File: src/common/eth_settings.svh
`ifndef ETH_SETTINGS_SVH
`define ETH_SETTINGS_SVH

// fifo sizing, same depth for all three fifos
`define FIFO_DEPTH_LOG2     9

////////////////////////////////////////////////////////////
// ethernet / arp constants
////////////////////////////////////////////////////////////
`define ETH_BROADCAST_HI    32'hFFFF_FFFF
`define ETHTYPE_ARP_HTYPE   32'h0806_0001   // ethertype arp + htype ethernet
`define ARP_PTYPE_SIZES     32'h0800_0604   // ptype ipv4, hlen 6, plen 4
`define ARP_OP_REQUEST      16'h0001
`define ARP_OP_REPLY        16'h0002

////////////////////////////////////////////////////////////
// ipv4 / udp constants
////////////////////////////////////////////////////////////
`define ETHTYPE_IPV4_VER    32'h0800_4500   // ethertype ipv4 + version/ihl/tos
`define IP_FLAGS_WORD       32'h4000_FF11   // df, ttl 255, proto udp
`define IP_LEN_OVERHEAD     16'd30
`define UDP_LEN_OVERHEAD    16'd10

// word counts per frame
`define HDR_WORDS           11
`define ARP_WORDS           11
`define ARP_MIN_WORDS       11

`endif

File: src/common/stream_pkg.sv
`default_nettype none

`include "eth_settings.svh"

package stream_pkg;

    typedef logic [31:0] data_word_t;
    typedef logic [3:0] hdr_index_t;                    // header word counter
    typedef logic [`FIFO_DEPTH_LOG2:0] fifo_level_t;    // one extra bit for full
    typedef logic [15:0] byte_len_t;

endpackage

`default_nettype wire

File: src/common/word_stream_if.sv
`timescale 1ns/100ps
`default_nettype none

interface word_stream_if;
    import stream_pkg::*;

    data_word_t data;
    logic valid;
    logic ready;
    logic last;    // marks final word of a frame

    modport source (output data, output valid, output last, input ready);
    modport sink (input data, input valid, input last, output ready);

endinterface

`default_nettype wire

File: src/rtl/frame_arbiter.sv
`timescale 1ns/100ps
`default_nettype none

module frame_arbiter (
    input wire clk,
    input wire reset,
    word_stream_if.sink arp_in,
    word_stream_if.sink udp_in,
    word_stream_if.source out_s
);
    logic grant_udp;    // held source while locked
    logic locked;
    logic sel_udp;

    // arp wins when free, otherwise keep the current frame's source
    assign sel_udp = locked ? grant_udp : (!arp_in.valid && udp_in.valid);

    assign out_s.data = sel_udp ? udp_in.data : arp_in.data;
    assign out_s.valid = sel_udp ? udp_in.valid : arp_in.valid;
    assign out_s.last = sel_udp ? udp_in.last : arp_in.last;
    assign arp_in.ready = !sel_udp && out_s.ready;
    assign udp_in.ready = sel_udp && out_s.ready;

    always_ff @(posedge clk) begin
        if (reset) begin
            locked <= 1'b0;
            grant_udp <= 1'b0;
        end else if (out_s.valid && out_s.ready && out_s.last) begin
            locked <= 1'b0;                 // frame done
        end else if (out_s.valid) begin
            locked <= 1'b1;                 // hold once a word is offered
            grant_udp <= sel_udp;
        end
    end

endmodule

`default_nettype wire

File: src/flat_wrapper.sv
// flat-port wrapper written by rule: the top's interface ports become plain ports
module frame_arbiter_flat 
  (clk, reset, arp_in_data, arp_in_valid, arp_in_last, arp_in_ready, udp_in_data, udp_in_valid, udp_in_last, udp_in_ready, out_s_data, out_s_valid, out_s_last, out_s_ready);
  word_stream_if arp_in_i ();
  word_stream_if udp_in_i ();
  word_stream_if out_s_i ();
  input wire clk;
  input wire reset;
  input wire logic [$bits(arp_in_i.data)-1:0] arp_in_data;
  input wire logic [$bits(arp_in_i.valid)-1:0] arp_in_valid;
  input wire logic [$bits(arp_in_i.last)-1:0] arp_in_last;
  output wire logic [$bits(arp_in_i.ready)-1:0] arp_in_ready;
  input wire logic [$bits(udp_in_i.data)-1:0] udp_in_data;
  input wire logic [$bits(udp_in_i.valid)-1:0] udp_in_valid;
  input wire logic [$bits(udp_in_i.last)-1:0] udp_in_last;
  output wire logic [$bits(udp_in_i.ready)-1:0] udp_in_ready;
  output wire logic [$bits(out_s_i.data)-1:0] out_s_data;
  output wire logic [$bits(out_s_i.valid)-1:0] out_s_valid;
  output wire logic [$bits(out_s_i.last)-1:0] out_s_last;
  input wire logic [$bits(out_s_i.ready)-1:0] out_s_ready;
  assign arp_in_i.data = arp_in_data;
  assign arp_in_i.valid = arp_in_valid;
  assign arp_in_i.last = arp_in_last;
  assign arp_in_ready = arp_in_i.ready;
  assign udp_in_i.data = udp_in_data;
  assign udp_in_i.valid = udp_in_valid;
  assign udp_in_i.last = udp_in_last;
  assign udp_in_ready = udp_in_i.ready;
  assign out_s_data = out_s_i.data;
  assign out_s_valid = out_s_i.valid;
  assign out_s_last = out_s_i.last;
  assign out_s_i.ready = out_s_ready;
  frame_arbiter u_core (.clk(clk), .reset(reset), .arp_in(arp_in_i), .udp_in(udp_in_i), .out_s(out_s_i));
endmodule
File: config.mk
export PLATFORM = sky130hd
export DESIGN_NAME = frame_arbiter_flat
export DESIGN_NICKNAME = d
export VERILOG_FILES = /design/src/common/stream_pkg.sv /design/src/common/word_stream_if.sv /design/src/rtl/frame_arbiter.sv /design/src/flat_wrapper.sv
export VERILOG_INCLUDE_DIRS = /design/src /design/src/common
export SDC_FILE = /design/constraint.sdc
export NUM_CORES = 1
export LEC_CHECK = 0
export BUFFER_PORTS_ARGS = -buffer_cell sky130_fd_sc_hd__buf_2
export CORE_UTILIZATION = 26
export DETAILED_ROUTE_END_ITERATION = 16
export PLACE_DENSITY = 0.8
export SLEW_MARGIN = 20
export SYNTH_ARGS = -nofsm -noshare
export SYNTH_HDL_FRONTEND = slang
export SYNTH_SLANG_ARGS = --single-unit
File: constraint.sdc
create_clock -name clk -period 2.05 [get_ports clk]
set_input_delay 0.41 -clock clk [delete_from_list [all_inputs] [get_ports clk]]
set_output_delay 0.41 -clock clk [all_outputs]
set_load 0.005 [all_outputs]
After elaboration in Yosys (flattened, before gate mapping)
Cells that the tools add are included.

Flip-flop bits (word level): 2. Input port bits: 71. Output and inout port bits: 36. Logic and storage cells: 16.

Multiplexer cells: 4. Bitwise operators: 1. Reductions and logical operators: 9.

Operators with widths (count): $mux 32 (1); $logic_and 1x1->1 (5); $mux 1 (3); $logic_not 1->1 (2); $reduce_and 2->1 (1); $reduce_or 2->1 (1); $not 1->1 (1).

Longest topological paths before layout
Depth in word-level cells: 8. Depth in mapped cells: 5. Depth with buffers taken out: 4.

Least setup slack after synthesis
No wires, ideal clock.

Path type: input port to output port. From: in arp_in_valid. To: out out_s_data[10]. Arrival time: 1.364 ns. Required time: 1.640 ns. Setup slack: 0.276 ns. Stages on the path: 4. Path buffers: 1. Path through: nand2b_2 > o21ai_4 > buf_6 > mux2_2.

Longest elaborated chain between the ends: 4.

Ends and longest elaborated chain: start, declared (RTL line flat_wrapper.sv:10) `input wire logic [$bits(arp_in_i.valid)-1:0] arp_in_valid;`; $logic_not 1->1 (RTL line frame_arbiter.sv:16) `assign sel_udp = locked ? grant_udp : (!arp_in.valid && udp_in.valid);`; $logic_and 1x1->1 (RTL line frame_arbiter.sv:16); $mux 1 (RTL line frame_arbiter.sv:16); $mux 32 (RTL line frame_arbiter.sv:18) `assign out_s.data = sel_udp ? udp_in.data : arp_in.data;`; end, declared (RTL line flat_wrapper.sv:17) `output wire logic [$bits(out_s_i.data)-1:0] out_s_data;`.

No other way between the ends.

Final worst setup path
From: in arp_in_valid. To: out out_s_data[28].

The elaborated chain is that of the path after synthesis.

==> metrics.md <==
| Metric | Value |
|---|---|
| Final WS setup | `between 0.04 and 0.05 ns` |
| Reg2reg end | `u_core.locked` |
| Synthesis-to-finish area growth | `101%` |
| Full die area | `2420 um2` |
| Worst-path clk slew | `roughly 0.030 ns` |
| Hold_buf cts | `0` |
| DR vias/cell | `roughly 4.6` |
| Register area | `between 40 and 50 um2` |
| DRT Wirelength | `between 2000 and 2500 um` |
| Setup Skew | `roughly 0.0014 ns` |
| Commonest non-fill, non-tap cell in the layout | `buf_2` |
| Hold Path Sink | `u_core.locked` |
| CTS max path bufs | `2` |
| Worst hold path type | `input pin to flip-flop` |
| Clock root cell | `clkbuf_4` |
| Reg2reg path depth | `5` |
| Max Fclk | `498 MHz` |
| Final min period | `between 2 and 2.5 ns` |
| Max-slew violations | `0` |
| Most used cell, CP | `buf_2` |
| Final nets | `approximately 240` |
| CP top delay family | `buffers and inverters` |
| Part of the cycle the worst path needs | `0.979` |
| Fill count | `a little under 200` |
| 1st-pass router iterations | `4` |
| Placed insts | `189` |
| Top-area cell type share of the netlist area | `0.622` |
| Worst slack at placement | `around 0.047 ns` |
| Area of the multi-input gates | `between 400 and 500 um2` |
| Finish-stage setup viols | `0` |
| Total core area | `2020 um2` |
| Die H | `a little under 50 um` |
| Hpwl dp | `approximately 1800 um` |
| Antenna violations before repair | `0` |
| Layout Cells excl Fill | `approximately 190` |
| CTS Buf Count | `3` |
| Vias after detailed routing | `886` |
| Share of layout cells above drive strength 1 | `0.897` |
| Critical path buffer and inverter count | `3` |
| Max VDD drop | `between 0.2 and 0.3 mV` |
| Initial Utilization | `0.287` |
| DR iter-0 viols | `7` |
| Number of port buffers | `106` |
| TritonCTS clock tree | `yes` |
| Slowest CP cell | `mux2_2` |
| Final Hold Viols | `0` |
| Final ANT Viol Nets | `0` |
| GRT Util Overall | `0.163` |
| Syn nets | `around 130` |
| First-pass GRT wire length | `approximately 3200 um` |
| RSZ-0062 raised after global routing | `false` |
| Die extent in x | `slightly below 50 um` |
| Max FO, Critical Path | `20` |
| Final TNS setup | `0 ns` |
| Setup crit start | `arp_in_valid` |
| Most frequent cells in the layout | `buf_2 (106), mux2_2 (32), a21oi_1 (4)` |
| WHS Path Cells | `2` |
| Slew of the pin with the lowest slew margin | `~0.23 ns` |
| Htree depth | `1` |
| Critical path cell sequence | `buf_2 > nand2b_2 > o21ai_4 > buf_12 > mux2_2 > buf_2` |
| Max-Cap Viols | `0` |
| Clock tree sinks | `2` |
| Synth Warn # | `0` |
| Largest cells by area after synthesis | `mux2_2 (62%), dfxtp_1 (6.9%), buf_6 (5.8%), a21oi_1 (3.5%), o21ai_4 (2.8%)` |
| Vias in the first global route | `about 840` |
| CP arrival | `about 1.6 ns` |
| Slew margin rel. | `0.847` |
| Setup crit start kind | `input pin` |
| Synthesized cell area | `just under 600 um2` |
| Io pins | `between 100 and 150` |
| RR Startpoint | `u_core.locked` |
| CP Capture Type | `primary output` |
| Row count | `16` |
| CP required | `1.64 ns` |
| Resize count post-CTS | `1` |
| Hold_sp | `reset` |
| Placer congestion estimate | `0.734` |
| R2R Setup Slk | `~0.57 ns` |
| Yosys top cell by area | `mux2_2` |
| Sequential share of the synthesized area | `0.0691` |
| Post CTS Setup Buffer Count | `0` |
| Status | `complete, no violations` |
| Overflow after GRT | `0` |
| Largest net degree at the start of global routing | `21` |
| Post-route DRC violation count | `0` |
| Antenna cells | `0` |
| Worst setup path class | `input pin to primary output` |
| Number of cells on the critical path | `6` |
| Worst skew pair latency | `0.23 ns` |
| PwrDens | `around 380 nW/um2` |
| Critical Path Max Stage Delay | `between 0.3 and 0.4 ns` |
| Unique masters post-synth | `17` |
| Lkg Pwr | `roughly 0.64 nW` |
| Avg Cell Area, Syn | `roughly 10 um2` |
| Yosys reg bits | `2` |
| Drt wl/cell | `between 10 and 15 um` |
| Gate Count Post-Synth | `between 50 and 60` |
worst register-to-register path, stage by stage (launching register included):
cell      delay [ns]
dfxtp_2         0.40
nand2_1         0.12
o21ai_4         0.11
buf_12          0.19
mux2_4          0.32
a311oi_2        0.24
cell usage after synthesis, drive strengths merged:
master,number
mux2i,1
a311oi,1
a221o,1
a21oi,4
nor3,1
mux2,33
nor2,3
nand2,2
and2,1
buf,4
dfxtp,2
o21ai,2
nand2b,1
inv,2
per-stage QoR:
step	utilization	instance area [um2]	power, W	hold slack, ns
4_1_cts	0.577	1170	0.000445	0.357
3_5_place_dp	0.565	1140	0.000350	0.602
3_3_place_gp	0.565	1140	0.000342	0.594
2_1_floorplan	-	579	0.000204	0.478
6_report	0.577	1170	0.000439	0.367
5_1_grt	0.577	1170	0.000471	0.358
flip-flops by register name (all words and copies together), names as in the netlist:
register,count
u_core.grant_udp,1
u_core.locked,1
worst max path at each step:
stage,endpoint
after floorplan,out_s_data[10]
after global placement,out_s_data[28]
after detailed placement,out_s_data[31]
after CTS,out_s_data[28]
after global routing,out_s_data[28]
final,out_s_data[28]
layout make-up:
cell class                      instances  area share
Timing Repair Buffer                  108       0.489
Clock buffer                            3      0.0193
Multi-Input combinational cell         50       0.421
Sequential cell                         2      0.0354
Tap cell                               27      0.0290
Inverter                                2     0.00644
power breakdown:
part	leakage (nW)	internal, W	switching [W]
logic	0.607	0.000190	0.000108
registers	0.0169	0.0000440	0.00000761
clock network	0.0138	0.0000648	0.0000245
total	0.638	0.000299	0.000140
cells by family after synthesis:
group / synth area share
multiplexers: 0.665
AO/OA/AOI/OAI: 0.114
AND/OR/NAND/NOR: 0.0670
buffers and inverters: 0.0842
flip-flops: 0.0691
routing by layer:
layer  vias to the layer above  part of all wire  track usage
met5                         -                 0            0
met4                         0                 0       0.0784
met3                         0             0.085       0.0405
met2                        57              0.56        0.331
met1                       396              0.35        0.145
li1                        433                 -            -
Note: power is estimated with default switching activity, not from simulation.
