### src/common/eth_settings.svh
`ifndef ETH_SETTINGS_SVH
`define ETH_SETTINGS_SVH

// fifo sizing, same depth for all three fifos
`define FIFO_DEPTH_LOG2     9

////////////////////////////////////////////////////////////
// ethernet / arp constants
////////////////////////////////////////////////////////////
`define ETH_BROADCAST_HI    32'hFFFF_FFFF
`define ETHTYPE_ARP_HTYPE   32'h0806_0001   // ethertype arp + htype ethernet
`define ARP_PTYPE_SIZES     32'h0800_0604   // ptype ipv4, hlen 6, plen 4
`define ARP_OP_REQUEST      16'h0001
`define ARP_OP_REPLY        16'h0002

////////////////////////////////////////////////////////////
// ipv4 / udp constants
////////////////////////////////////////////////////////////
`define ETHTYPE_IPV4_VER    32'h0800_4500   // ethertype ipv4 + version/ihl/tos
`define IP_FLAGS_WORD       32'h4000_FF11   // df, ttl 255, proto udp
`define IP_LEN_OVERHEAD     16'd30
`define UDP_LEN_OVERHEAD    16'd10

// word counts per frame
`define HDR_WORDS           11
`define ARP_WORDS           11
`define ARP_MIN_WORDS       11

`endif

### src/common/stream_pkg.sv
`default_nettype none

`include "eth_settings.svh"

package stream_pkg;

    typedef logic [31:0] data_word_t;
    typedef logic [3:0] hdr_index_t;                    // header word counter
    typedef logic [`FIFO_DEPTH_LOG2:0] fifo_level_t;    // one extra bit for full
    typedef logic [15:0] byte_len_t;

endpackage

`default_nettype wire

### src/common/net_pkg.sv
`default_nettype none

package net_pkg;

    // addresses and ports
    typedef logic [47:0] mac_addr_t;
    typedef logic [31:0] ip_addr_t;
    typedef logic [15:0] udp_port_t;

    // one received word split into its two 16-bit fields
    typedef struct packed {
        logic [15:0] hi;
        logic [15:0] lo;
    } net_halves_t;

    // received word, read whole or by halves
    typedef union packed {
        logic [31:0] word;
        net_halves_t halves;
    } net_word_u;

endpackage

`default_nettype wire

### src/common/word_stream_if.sv
`timescale 1ns/100ps
`default_nettype none

interface word_stream_if;
    import stream_pkg::*;

    data_word_t data;
    logic valid;
    logic ready;
    logic last;    // marks final word of a frame

    modport source (output data, output valid, output last, input ready);
    modport sink (input data, input valid, input last, output ready);

endinterface

`default_nettype wire

### src/udp/ip_header_checksum.sv
`timescale 1ns/100ps
`default_nettype none

`include "eth_settings.svh"

module ip_header_checksum (
    input wire clk,
    input wire reset,
    input wire stream_pkg::byte_len_t ip_len,
    input wire net_pkg::ip_addr_t src_ip,
    input wire net_pkg::ip_addr_t dst_ip,
    output logic [15:0] checksum
);
    localparam logic [31:0] IPV4_VER = `ETHTYPE_IPV4_VER;
    localparam logic [31:0] FLAGS = `IP_FLAGS_WORD;

    logic [31:0] sum_raw;
    logic [31:0] sum_fold;

    always_ff @(posedge clk) begin
        if (reset) begin
            sum_raw <= '0;
            sum_fold <= '0;
            checksum <= '0;
        end else begin
            // all fixed and variable header halves, id is zero
            sum_raw <= 32'(IPV4_VER[15:0]) + 32'(ip_len) + 32'(FLAGS[31:16])
                     + 32'(FLAGS[15:0]) + 32'(src_ip[31:16]) + 32'(src_ip[15:0])
                     + 32'(dst_ip[31:16]) + 32'(dst_ip[15:0]);
            sum_fold <= 32'(sum_raw[31:16]) + 32'(sum_raw[15:0]);
            checksum <= ~(sum_fold[31:16] + sum_fold[15:0]);    // second fold
        end
    end

endmodule

`default_nettype wire

### src/udp/udp_tx_framer.sv
`timescale 1ns/100ps
`default_nettype none

`include "eth_settings.svh"

module udp_tx_framer (
    input wire clk,
    input wire reset,
    word_stream_if.sink payload,
    word_stream_if.source frame,
    input wire stream_pkg::fifo_level_t packets_ready,
    input wire stream_pkg::byte_len_t payload_bytes,
    input wire net_pkg::mac_addr_t src_mac,
    input wire net_pkg::mac_addr_t dst_mac,
    input wire net_pkg::ip_addr_t src_ip,
    input wire net_pkg::ip_addr_t dst_ip,
    input wire net_pkg::udp_port_t src_port,
    input wire net_pkg::udp_port_t dst_port
);
    import net_pkg::*;
    import stream_pkg::*;

    localparam hdr_index_t HDR_LAST = hdr_index_t'(`HDR_WORDS - 1);

    mac_addr_t src_mac_q;
    mac_addr_t dst_mac_q;
    ip_addr_t src_ip_q;
    ip_addr_t dst_ip_q;
    udp_port_t src_port_q;
    udp_port_t dst_port_q;
    byte_len_t ip_len;
    byte_len_t udp_len;
    logic [15:0] checksum;
    hdr_index_t hdr_idx;
    logic busy;
    logic in_hdr;
    data_word_t hdr_word;

    // config snapshot
    always_ff @(posedge clk) begin
        src_mac_q <= src_mac;
        dst_mac_q <= dst_mac;
        src_ip_q <= src_ip;
        dst_ip_q <= dst_ip;
        src_port_q <= src_port;
        dst_port_q <= dst_port;
        ip_len <= payload_bytes + `IP_LEN_OVERHEAD;
        udp_len <= payload_bytes + `UDP_LEN_OVERHEAD;
    end

    ip_header_checksum u_checksum (
        .clk      (clk),
        .reset    (reset),
        .ip_len   (ip_len),
        .src_ip   (src_ip_q),
        .dst_ip   (dst_ip_q),
        .checksum (checksum)
    );

    ////////////////////////////////////////////////////////////
    // header sequencing
    ////////////////////////////////////////////////////////////
    always_comb begin
        case (hdr_idx)
            4'd0: hdr_word = dst_mac_q[47:16];
            4'd1: hdr_word = {dst_mac_q[15:0], src_mac_q[47:32]};
            4'd2: hdr_word = src_mac_q[31:0];
            4'd3: hdr_word = `ETHTYPE_IPV4_VER;
            4'd4: hdr_word = {ip_len, 16'h0000};       // total length, id 0
            4'd5: hdr_word = `IP_FLAGS_WORD;
            4'd6: hdr_word = {checksum, src_ip_q[31:16]};
            4'd7: hdr_word = {src_ip_q[15:0], dst_ip_q[31:16]};
            4'd8: hdr_word = {dst_ip_q[15:0], src_port_q};
            4'd9: hdr_word = {dst_port_q, udp_len};
            default: hdr_word = '0;                     // rest of udp header
        endcase
    end

    assign in_hdr = (hdr_idx <= HDR_LAST);

    // header from registers, then payload passed straight through
    assign frame.valid = busy && (in_hdr || payload.valid);
    assign frame.data = in_hdr ? hdr_word : payload.data;
    assign frame.last = !in_hdr && payload.last;
    assign payload.ready = busy && !in_hdr && frame.ready;

    always_ff @(posedge clk) begin
        if (reset) begin
            busy <= 1'b0;
            hdr_idx <= '0;
        end else if (!busy) begin
            if (packets_ready != '0) begin      // one whole packet waiting
                busy <= 1'b1;
                hdr_idx <= '0;
            end
        end else if (in_hdr) begin
            if (frame.ready)
                hdr_idx <= hdr_idx + 1'b1;
        end else if (payload.valid && frame.ready && payload.last) begin
            busy <= 1'b0;
        end
    end

endmodule

`default_nettype wire

### src/flat_wrapper.sv
// flat-port wrapper written by rule: the top's interface ports become plain ports
module udp_tx_framer_flat import net_pkg::*; import stream_pkg::*;
  (clk, reset, packets_ready, payload_bytes, src_mac, dst_mac, src_ip, dst_ip, src_port, dst_port, payload_data, payload_valid, payload_last, payload_ready, frame_data, frame_valid, frame_last, frame_ready);
  word_stream_if payload_i ();
  word_stream_if frame_i ();
  input wire clk;
  input wire reset;
  input wire stream_pkg::fifo_level_t packets_ready;
  input wire stream_pkg::byte_len_t payload_bytes;
  input wire net_pkg::mac_addr_t src_mac;
  input wire net_pkg::mac_addr_t dst_mac;
  input wire net_pkg::ip_addr_t src_ip;
  input wire net_pkg::ip_addr_t dst_ip;
  input wire net_pkg::udp_port_t src_port;
  input wire net_pkg::udp_port_t dst_port;
  input wire logic [$bits(payload_i.data)-1:0] payload_data;
  input wire logic [$bits(payload_i.valid)-1:0] payload_valid;
  input wire logic [$bits(payload_i.last)-1:0] payload_last;
  output wire logic [$bits(payload_i.ready)-1:0] payload_ready;
  output wire logic [$bits(frame_i.data)-1:0] frame_data;
  output wire logic [$bits(frame_i.valid)-1:0] frame_valid;
  output wire logic [$bits(frame_i.last)-1:0] frame_last;
  input wire logic [$bits(frame_i.ready)-1:0] frame_ready;
  assign payload_i.data = payload_data;
  assign payload_i.valid = payload_valid;
  assign payload_i.last = payload_last;
  assign payload_ready = payload_i.ready;
  assign frame_data = frame_i.data;
  assign frame_valid = frame_i.valid;
  assign frame_last = frame_i.last;
  assign frame_i.ready = frame_ready;
  udp_tx_framer u_core (.clk(clk), .reset(reset), .payload(payload_i), .frame(frame_i), .packets_ready(packets_ready), .payload_bytes(payload_bytes), .src_mac(src_mac), .dst_mac(dst_mac), .src_ip(src_ip), .dst_ip(dst_ip), .src_port(src_port), .dst_port(dst_port));
endmodule
### config.mk
export PLATFORM = sky130hd
export DESIGN_NAME = udp_tx_framer_flat
export DESIGN_NICKNAME = d
export VERILOG_FILES = /design/src/common/stream_pkg.sv /design/src/common/net_pkg.sv /design/src/common/word_stream_if.sv /design/src/udp/ip_header_checksum.sv /design/src/udp/udp_tx_framer.sv /design/src/flat_wrapper.sv
export VERILOG_INCLUDE_DIRS = /design/src /design/src/common
export SDC_FILE = /design/constraint.sdc
export NUM_CORES = 1
export LEC_CHECK = 0
export BUFFER_PORTS_ARGS = -buffer_cell sky130_fd_sc_hd__buf_2
export CAP_MARGIN = 20
export CORE_ASPECT_RATIO = 0.8
export CORE_UTILIZATION = 54
export DETAILED_ROUTE_END_ITERATION = 6
export PLACE_DENSITY = 0.82
export SKIP_CTS_REPAIR_TIMING = 1
export SLEW_MARGIN = 20
export SYNTH_ARGS = -nofsm -noshare
export SYNTH_HDL_FRONTEND = slang
export SYNTH_HIERARCHICAL = 1
export SYNTH_SLANG_ARGS = --single-unit
### constraint.sdc
create_clock -name clk -period 4.8 [get_ports clk]
set_clock_uncertainty 0.2 [all_clocks]
set_input_delay 0.48 -clock clk [delete_from_list [all_inputs] [get_ports clk]]
set_output_delay 0.48 -clock clk [all_outputs]
set_load 0.005 [all_outputs]
Yosys cells after proc, flatten, opt, wreduce, memory -nomap -nowiden

Index checks and enable logic that the tools add are counted.

Register bits: 309
Output and inout port bits: 35
Logic and storage cells: 60

Add/sub/neg operators: 12
$lt $le $gt $ge: 1
Equal/unequal tests: 11
Multiplexer cells: 10
Bitwise logic cells: 1
Reductions and logical operators: 12

Operator list:

| cell                                                                  | count |
|---|---|
| 32-bit case mux with 10 select lines                                  | 1 |
| 32-bit by 16-bit adder with 32-bit output                             | 4 |
| 32-bit by 15-bit adder with 32-bit output, second input constant      | 1 |
| 32-bit by 16-bit adder with 32-bit output, second input constant      | 1 |
| 32-bit two-way mux                                                    | 1 |
| 15-bit by 16-bit adder with 17-bit output, first input constant       | 1 |
| 16-bit by 16-bit adder with 17-bit output                             | 1 |
| 16-bit adder                                                          | 1 |
| 16-bit by 4-bit adder with 16-bit output, second input constant       | 1 |
| 16-bit by 5-bit adder with 16-bit output, second input constant       | 1 |
| 4-bit by 3-bit equality test with 1-bit output, second input constant | 4 |
| 4-bit two-way mux                                                     | 4 |
| 16-bit NOT                                                            | 1 |
| 10-bit nonzero test                                                   | 1 |
| 4-bit by 2-bit equality test with 1-bit output, second input constant | 2 |
| 4-bit equality test, second input constant                            | 2 |
| 1-bit logical AND                                                     | 6 |
| 4-bit by 1-bit adder with 4-bit output, second input constant         | 1 |
| 4-bit by 1-bit equality test with 1-bit output, second input constant | 1 |
| 4-bit <= comparator, second input constant                            | 1 |
| 4-bit zero test                                                       | 1 |
| 1-bit two-way mux                                                     | 4 |
| 2-bit inequality test, second input constant                          | 2 |
| 3-bit AND reduction                                                   | 1 |
| 3 further kinds                                                       | 3 |

Depth between registers and ports, before layout

Depth after elaboration: 7
Depth in mapped cells: 19
Depth with buffers taken out: 18

By module

Netlist, hierarchy kept.

Modules (own cells, without submodules):

| module             | instances | cells each | area each (um^2) | sequential area each (um^2) |
|---|---|---|---|---|
| udp_tx_framer      | 1         | 680        | 7602.3           | 4544.4 |
| ip_header_checksum | 1         | 529        | 4628.2           | 1041.0 |

Worst setup path after synthesis

No wires, ideal clock.

Kind: flip-flop to flip-flop
From: reg u_core.src_ip_q[17]
To: reg u_core.u_checksum.sum_raw[14]
Setup time: 121 ps
Data arrival time: 3805 ps
Slack: 674 ps
Cell stages (with the launch flop): 16
Clock period less this slack: 4126 ps
Path through: dfxtp_1 ha_1 ha_1 fa_1 a211oi_1 o211ai_1 nand4_1 nand2_1 xor2_1 fa_1 ha_1 a21oi_1 a21boi_0 o21ai_0 a31oi_1 mux2_2

Word-level cells in the longest chain between the ends: 4

Ends and longest elaborated chain:

| what                                                   | RTL line                 | text |
|---|---|---|
| start: declaration                                     | udp_tx_framer.sv:27      | `ip_addr_t src_ip_q;` |
| start signal: assignment                               | udp_tx_framer.sv:43      | `src_ip_q <= src_ip;` |
| 32-bit by 16-bit adder with 32-bit output (2 in a row) | ip_header_checksum.sv:28 | `+ 32'(FLAGS[15:0]) + 32'(src_ip[31:16]) + 32'(src_ip[15:0])` |
| 32-bit by 16-bit adder with 32-bit output (2 in a row) | ip_header_checksum.sv:29 | `+ 32'(dst_ip[31:16]) + 32'(dst_ip[15:0]);` |
| end signal: assignment                                 | ip_header_checksum.sv:27 | `sum_raw <= 32'(IPV4_VER[15:0]) + 32'(ip_len) + 32'(FLAGS[31:16])` |
| end: declaration                                       | ip_header_checksum.sv:17 | `logic [31:0] sum_raw;` |

Every way passes these cells.
A chain may end at the register's enable or synchronous reset.

Worst setup path after layout

Ends and elaborated chain as after synthesis.

==> metrics.txt <==
# TYPE chip_impl_metric gauge
chip_impl_metric{name="hold_violations",unit=""} 0
chip_impl_metric{name="fp.dieW",unit="µm"} 170
chip_impl_metric{name="post_synthesis_sequential_element_count",unit=""} 279
chip_impl_metric{name="maximum_buffer_depth_of_the_clock_tree",unit=""} 3
chip_impl_metric{name="layout_min_cycle_time",unit="ns"} 4.65
chip_impl_metric{name="initialDrtViolationCount",unit=""} 1857
chip_impl_info{name="cts_tree",value="done"} 1
chip_impl_metric{name="detailed_place.area",unit="µm²"} 13900
chip_impl_metric{name="pin_count_of_the_biggest_net_entering_global_routing",unit=""} 49
chip_impl_info{name="post_synth_most_frequent_cells",value="sky130_fd_sc_hd__dfxtp_1 (279), sky130_fd_sc_hd__nor2_1 (100), sky130_fd_sc_hd__nand2_1 (62), sky130_fd_sc_hd__ha_1 (61), sky130_fd_sc_hd__inv_1 (55)"} 1
chip_impl_metric{name="core_area",unit="µm²"} 21900
chip_impl_info{name="setup.worst_path.start",value="u_core/src_ip_q[17]"} 1
chip_impl_info{name="synthDominantAreaCellType",value="sky130_fd_sc_hd__dfxtp_1"} 1
chip_impl_metric{name="crit_fanout",unit=""} 7
chip_impl_metric{name="tightest_slew",unit="ns"} 1.02
chip_impl_info{name="setup.worst_path.end_class",value="flop"} 1
chip_impl_info{name="most_frequently_used_flop_master_after_synthesis",value="sky130_fd_sc_hd__dfxtp_1"} 1
chip_impl_metric{name="routed_wirelength",unit="µm"} 50100
chip_impl_metric{name="finalNetCount",unit=""} 2036
chip_impl_metric{name="synth_largest_type_area_fraction",unit=""} 0.457
chip_impl_metric{name="synthArstFlopShare",unit=""} 0
chip_impl_metric{name="pin_count",unit=""} 290
chip_impl_metric{name="drc_errors",unit=""} 0
chip_impl_metric{name="grt_pass1_vias",unit=""} 10200
chip_impl_info{name="post-synth-top-count-cell",value="sky130_fd_sc_hd__dfxtp_1"} 1
chip_impl_info{name="hold_path.startpoint",value="payload_bytes[6]"} 1
chip_impl_metric{name="synth_edf_count",unit=""} 0
chip_impl_metric{name="globalplace.congestion",unit=""} 0.971
chip_impl_metric{name="pwr_density_cell",unit="nW/µm²"} 433
chip_impl_info{name="hold_path.class",value="in -> reg"} 1
chip_impl_metric{name="internal-power",unit="µW"} 4950
chip_impl_metric{name="finalInstanceArea",unit="µm²"} 16900
chip_impl_metric{name="synthesis.area",unit="µm²"} 12200
chip_impl_metric{name="global_route.overflow_total",unit=""} 0
chip_impl_metric{name="fillers",unit=""} 1349
chip_impl_metric{name="route.detailed.vias_per_inst",unit=""} 6.19
chip_impl_metric{name="via_total_after_detailed_routing",unit=""} 12500
chip_impl_metric{name="fin_tns_setup",unit="ns"} 0
chip_impl_info{name="status",value="finished clean"} 1
chip_impl_metric{name="max_clock_freq",unit="MHz"} 215
chip_impl_metric{name="final_period_util",unit=""} 0.968
chip_impl_metric{name="critPathRequiredTime",unit="ns"} 5.05
chip_impl_metric{name="placement_rows",unit=""} 48
chip_impl_info{name="setup_repair_after_global_routing_missed_its_margin",value="false"} 1
chip_impl_metric{name="critical_path_arrival",unit="ns"} 4.89
chip_impl_metric{name="grt_antenna_before_repair",unit=""} 1
chip_impl_metric{name="cts.htree.levels",unit=""} 1
chip_impl_info{name="setup.worst_path.start_class",value="flop"} 1
chip_impl_metric{name="share_seq_of_total_power",unit=""} 0.376
chip_impl_metric{name="synth_nets",unit=""} 1559
chip_impl_metric{name="ys_seq_area_frac",unit=""} 0.457
chip_impl_info{name="clk_root_buffer_cell",value="sky130_fd_sc_hd__clkbuf_16"} 1
chip_impl_metric{name="syn_inst",unit=""} 1209
chip_impl_metric{name="detail_route.first_pass.iterations",unit=""} 7
chip_impl_metric{name="global_route_wire_length_before_repair",unit="µm"} 58200
chip_impl_metric{name="power.combinational.fraction",unit=""} 0.295
chip_impl_metric{name="postRouteAntennaNets",unit=""} 0
chip_impl_info{name="netlist_top_cells_area",value="sky130_fd_sc_hd__dfxtp_1 (46%), sky130_fd_sc_hd__ha_1 (6.2%), sky130_fd_sc_hd__fa_1 (5.6%), sky130_fd_sc_hd__nor2_1 (3.1%), sky130_fd_sc_hd__mux2i_1 (2.5%)"} 1
chip_impl_metric{name="placed_wire_length_estimate_after_detailed_placement",unit="µm"} 31100
chip_impl_metric{name="ys_warn_count",unit=""} 6
chip_impl_metric{name="post_synth_num_cell_types",unit=""} 83
chip_impl_metric{name="slew_margin_rel",unit=""} 0.321
chip_impl_metric{name="power.static_leakage",unit="µW"} 0.00747
chip_impl_metric{name="cts.clk_slew.worst_paths",unit="ns"} 0.07
chip_impl_metric{name="drive_above_1_share",unit=""} 0.227
chip_impl_metric{name="total_setup_violations_reported_at_the_end_of_the_flow",unit=""} 0
chip_impl_metric{name="tritoncts.num_buffers",unit=""} 27
chip_impl_metric{name="postSynthAreaPerCell",unit="µm²"} 10.1
chip_impl_info{name="worst-setup-path-type",value="reg -> reg"} 1
chip_impl_metric{name="clkSinkCount",unit=""} 279
chip_impl_metric{name="slew_viol_final",unit=""} 0
chip_impl_metric{name="floorplan_die_height",unit="µm"} 137
chip_impl_metric{name="design.die.area",unit="µm²"} 23300
chip_impl_metric{name="insertion_delay",unit="ns"} 0.56
chip_impl_info{name="origin_of_the_critical_flop_to_flop_path",value="u_core/src_ip_q[17]"} 1
chip_impl_metric{name="netSwitchingPower",unit="µW"} 2360
chip_impl_metric{name="route.detailed.wl_per_inst",unit="µm"} 24.9
chip_impl_metric{name="start_util",unit=""} 0.559
chip_impl_metric{name="track_usage",unit=""} 0.338
chip_impl_metric{name="switching_share",unit=""} 0.323
chip_impl_metric{name="power_frac_clock",unit=""} 0.329
chip_impl_metric{name="area_growth_syn_to_layout",unit="%"} 38.1
chip_impl_metric{name="timing.max_cap.violations",unit=""} 0
chip_impl_metric{name="ir_worst_vdd",unit="mV"} 0.341
chip_impl_metric{name="number_of_buffers_inserted_by_port_buffering",unit=""} 289
==> layer usage <==
metal	share of wire	track usage
met2	0.44	0.519
met5	0	0
met3	0.14	0.102
met4	0.076	0.142
met1	0.35	0.442
==> path summary, 6_finish.rpt <==
check,cells after the start,endpoint,slack (ns)
setup / recovery,14,u_core/u_checksum/sum_raw[14],0.15
hold / removal,2,u_core/ip_len[6],0.03
setup reg to reg,14,u_core/u_checksum/sum_raw[14],0.15
hold reg to reg,2,u_core/u_checksum/sum_fold[12],0.30
==> cells in the final DEF (no fill, tap or decap), types with 9 or more instances in the layout <==
cell type                       Yosys  final
sky130_fd_sc_hd__a31oi_1           16     16
sky130_fd_sc_hd__nand3b_1           9      9
sky130_fd_sc_hd__nand2b_1          13     13
sky130_fd_sc_hd__dfxtp_1          279    277
sky130_fd_sc_hd__clkbuf_16          0     27
sky130_fd_sc_hd__buf_2             24    289
sky130_fd_sc_hd__o21a_1            10     10
sky130_fd_sc_hd__nand4_1            9      9
sky130_fd_sc_hd__and3_1            12     12
sky130_fd_sc_hd__dlygate4sd3_1      0    199
sky130_fd_sc_hd__o21ai_0           40     40
sky130_fd_sc_hd__a211oi_1          21     20
sky130_fd_sc_hd__mux2i_1           30     30
sky130_fd_sc_hd__ha_1              61     61
sky130_fd_sc_hd__a21oi_1           53     53
sky130_fd_sc_hd__nor2b_1           15     15
sky130_fd_sc_hd__inv_1             55     55
sky130_fd_sc_hd__a22oi_1           27     27
sky130_fd_sc_hd__a21o_1            14     14
sky130_fd_sc_hd__nand2_1           62     62
sky130_fd_sc_hd__a221oi_1          18     18
sky130_fd_sc_hd__a22o_1            12     12
sky130_fd_sc_hd__nand3_1           31     31
sky130_fd_sc_hd__xnor2_1           31     31
sky130_fd_sc_hd__buf_4              8     24
sky130_fd_sc_hd__xor2_1            31     31
sky130_fd_sc_hd__o22ai_1           12     12
sky130_fd_sc_hd__fa_1              34     33
sky130_fd_sc_hd__nor3_1            27     27
sky130_fd_sc_hd__nor2_1           100    100
==> sequential cells by signal, summed over array words and instances, names as in the netlist <==
name / cells
u_core/u_checksum/checksum: 16
u_core/dst_ip_q: 32
u_core/ip_len: 14
u_core/dst_mac_q: 48
u_core/hdr_idx: 4
u_core/dst_port_q: 16
u_core/src_ip_q: 32
u_core/u_checksum/sum_raw: 19
u_core/src_mac_q: 48
u_core/busy: 1
u_core/udp_len: 16
u_core/src_port_q: 16
u_core/u_checksum/sum_fold: 17
==> cell families (layout without fill, tap and decap cells) <==
| family | count (synthesis) | in the layout | synth area share |
|---|---|---|---|
| buffers and inverters | 119 | 617 | 0.0458 |
| AOI/OAI and AO/OA | 289 | 289 | 0.167 |
| other | 0 | 5 | 0 |
| and+or+nand+nor | 327 | 327 | 0.136 |
| xor gates and xnor gates | 62 | 62 | 0.0444 |
| DFF | 279 | 279 | 0.457 |
| muxes | 38 | 38 | 0.0319 |
| adders and majority gates | 95 | 95 | 0.118 |
==> worst max-delay path, stage by stage, from the launching register on <==
cell,delay (ns)
sky130_fd_sc_hd__dfxtp_1,0.35
sky130_fd_sc_hd__ha_1,0.33
sky130_fd_sc_hd__ha_1,0.26
sky130_fd_sc_hd__fa_2,0.41
sky130_fd_sc_hd__a211oi_2,0.26
sky130_fd_sc_hd__nor2_1,0.13
sky130_fd_sc_hd__o21a_1,0.20
sky130_fd_sc_hd__nor2_1,0.12
sky130_fd_sc_hd__xnor2_1,0.16
sky130_fd_sc_hd__fa_1,0.46
sky130_fd_sc_hd__ha_1,0.39
sky130_fd_sc_hd__a21oi_1,0.32
sky130_fd_sc_hd__o21ai_0,0.24
sky130_fd_sc_hd__a31oi_1,0.33
sky130_fd_sc_hd__mux2_2,0.37
==> power by group through the flow <==
stage	logic [µW]	registers (µW)	clock network, µW
5_1_grt	2330	2760	2490
4_1_cts	1920	2730	2370
2_1_floorplan	1370	2710	0
3_5_place_dp	1890	2780	0
3_3_place_gp	1880	2770	0
6_report	2160	2750	2400
==> metrics by stage <==
stage | setup WS (ns) | hold WS, ns | utilization | total power [µW] | instances
final | 0.153 | 0.0254 | 0.773 | 7310 | 2012
after global routing | 0.0129 | 0.0259 | 0.772 | 7590 | 2007
after CTS | 0.118 | -0.192 | 0.680 | 7020 | 1807
after detailed placement | 0.198 | 0.291 | 0.635 | 4670 | 1757
after global placement | 0.275 | 0.283 | 0.635 | 4650 | 1757
after floorplan | 0.674 | 0.258 | - | 4070 | 1209
==> area by class of cell <==
class,count,area [µm²],share of cell area
diodes,5,12.5,0.000741
clock buffers,35,736,0.0435
clock inverters,15,260,0.0154
inverters,55,206,0.0122
multi-input cells,811,6100,0.361
flip-flops and latches,279,5590,0.331
well taps,300,375,0.0222
repair buffers,512,3620,0.214
Note: power is estimated with default switching activity, not from simulation.
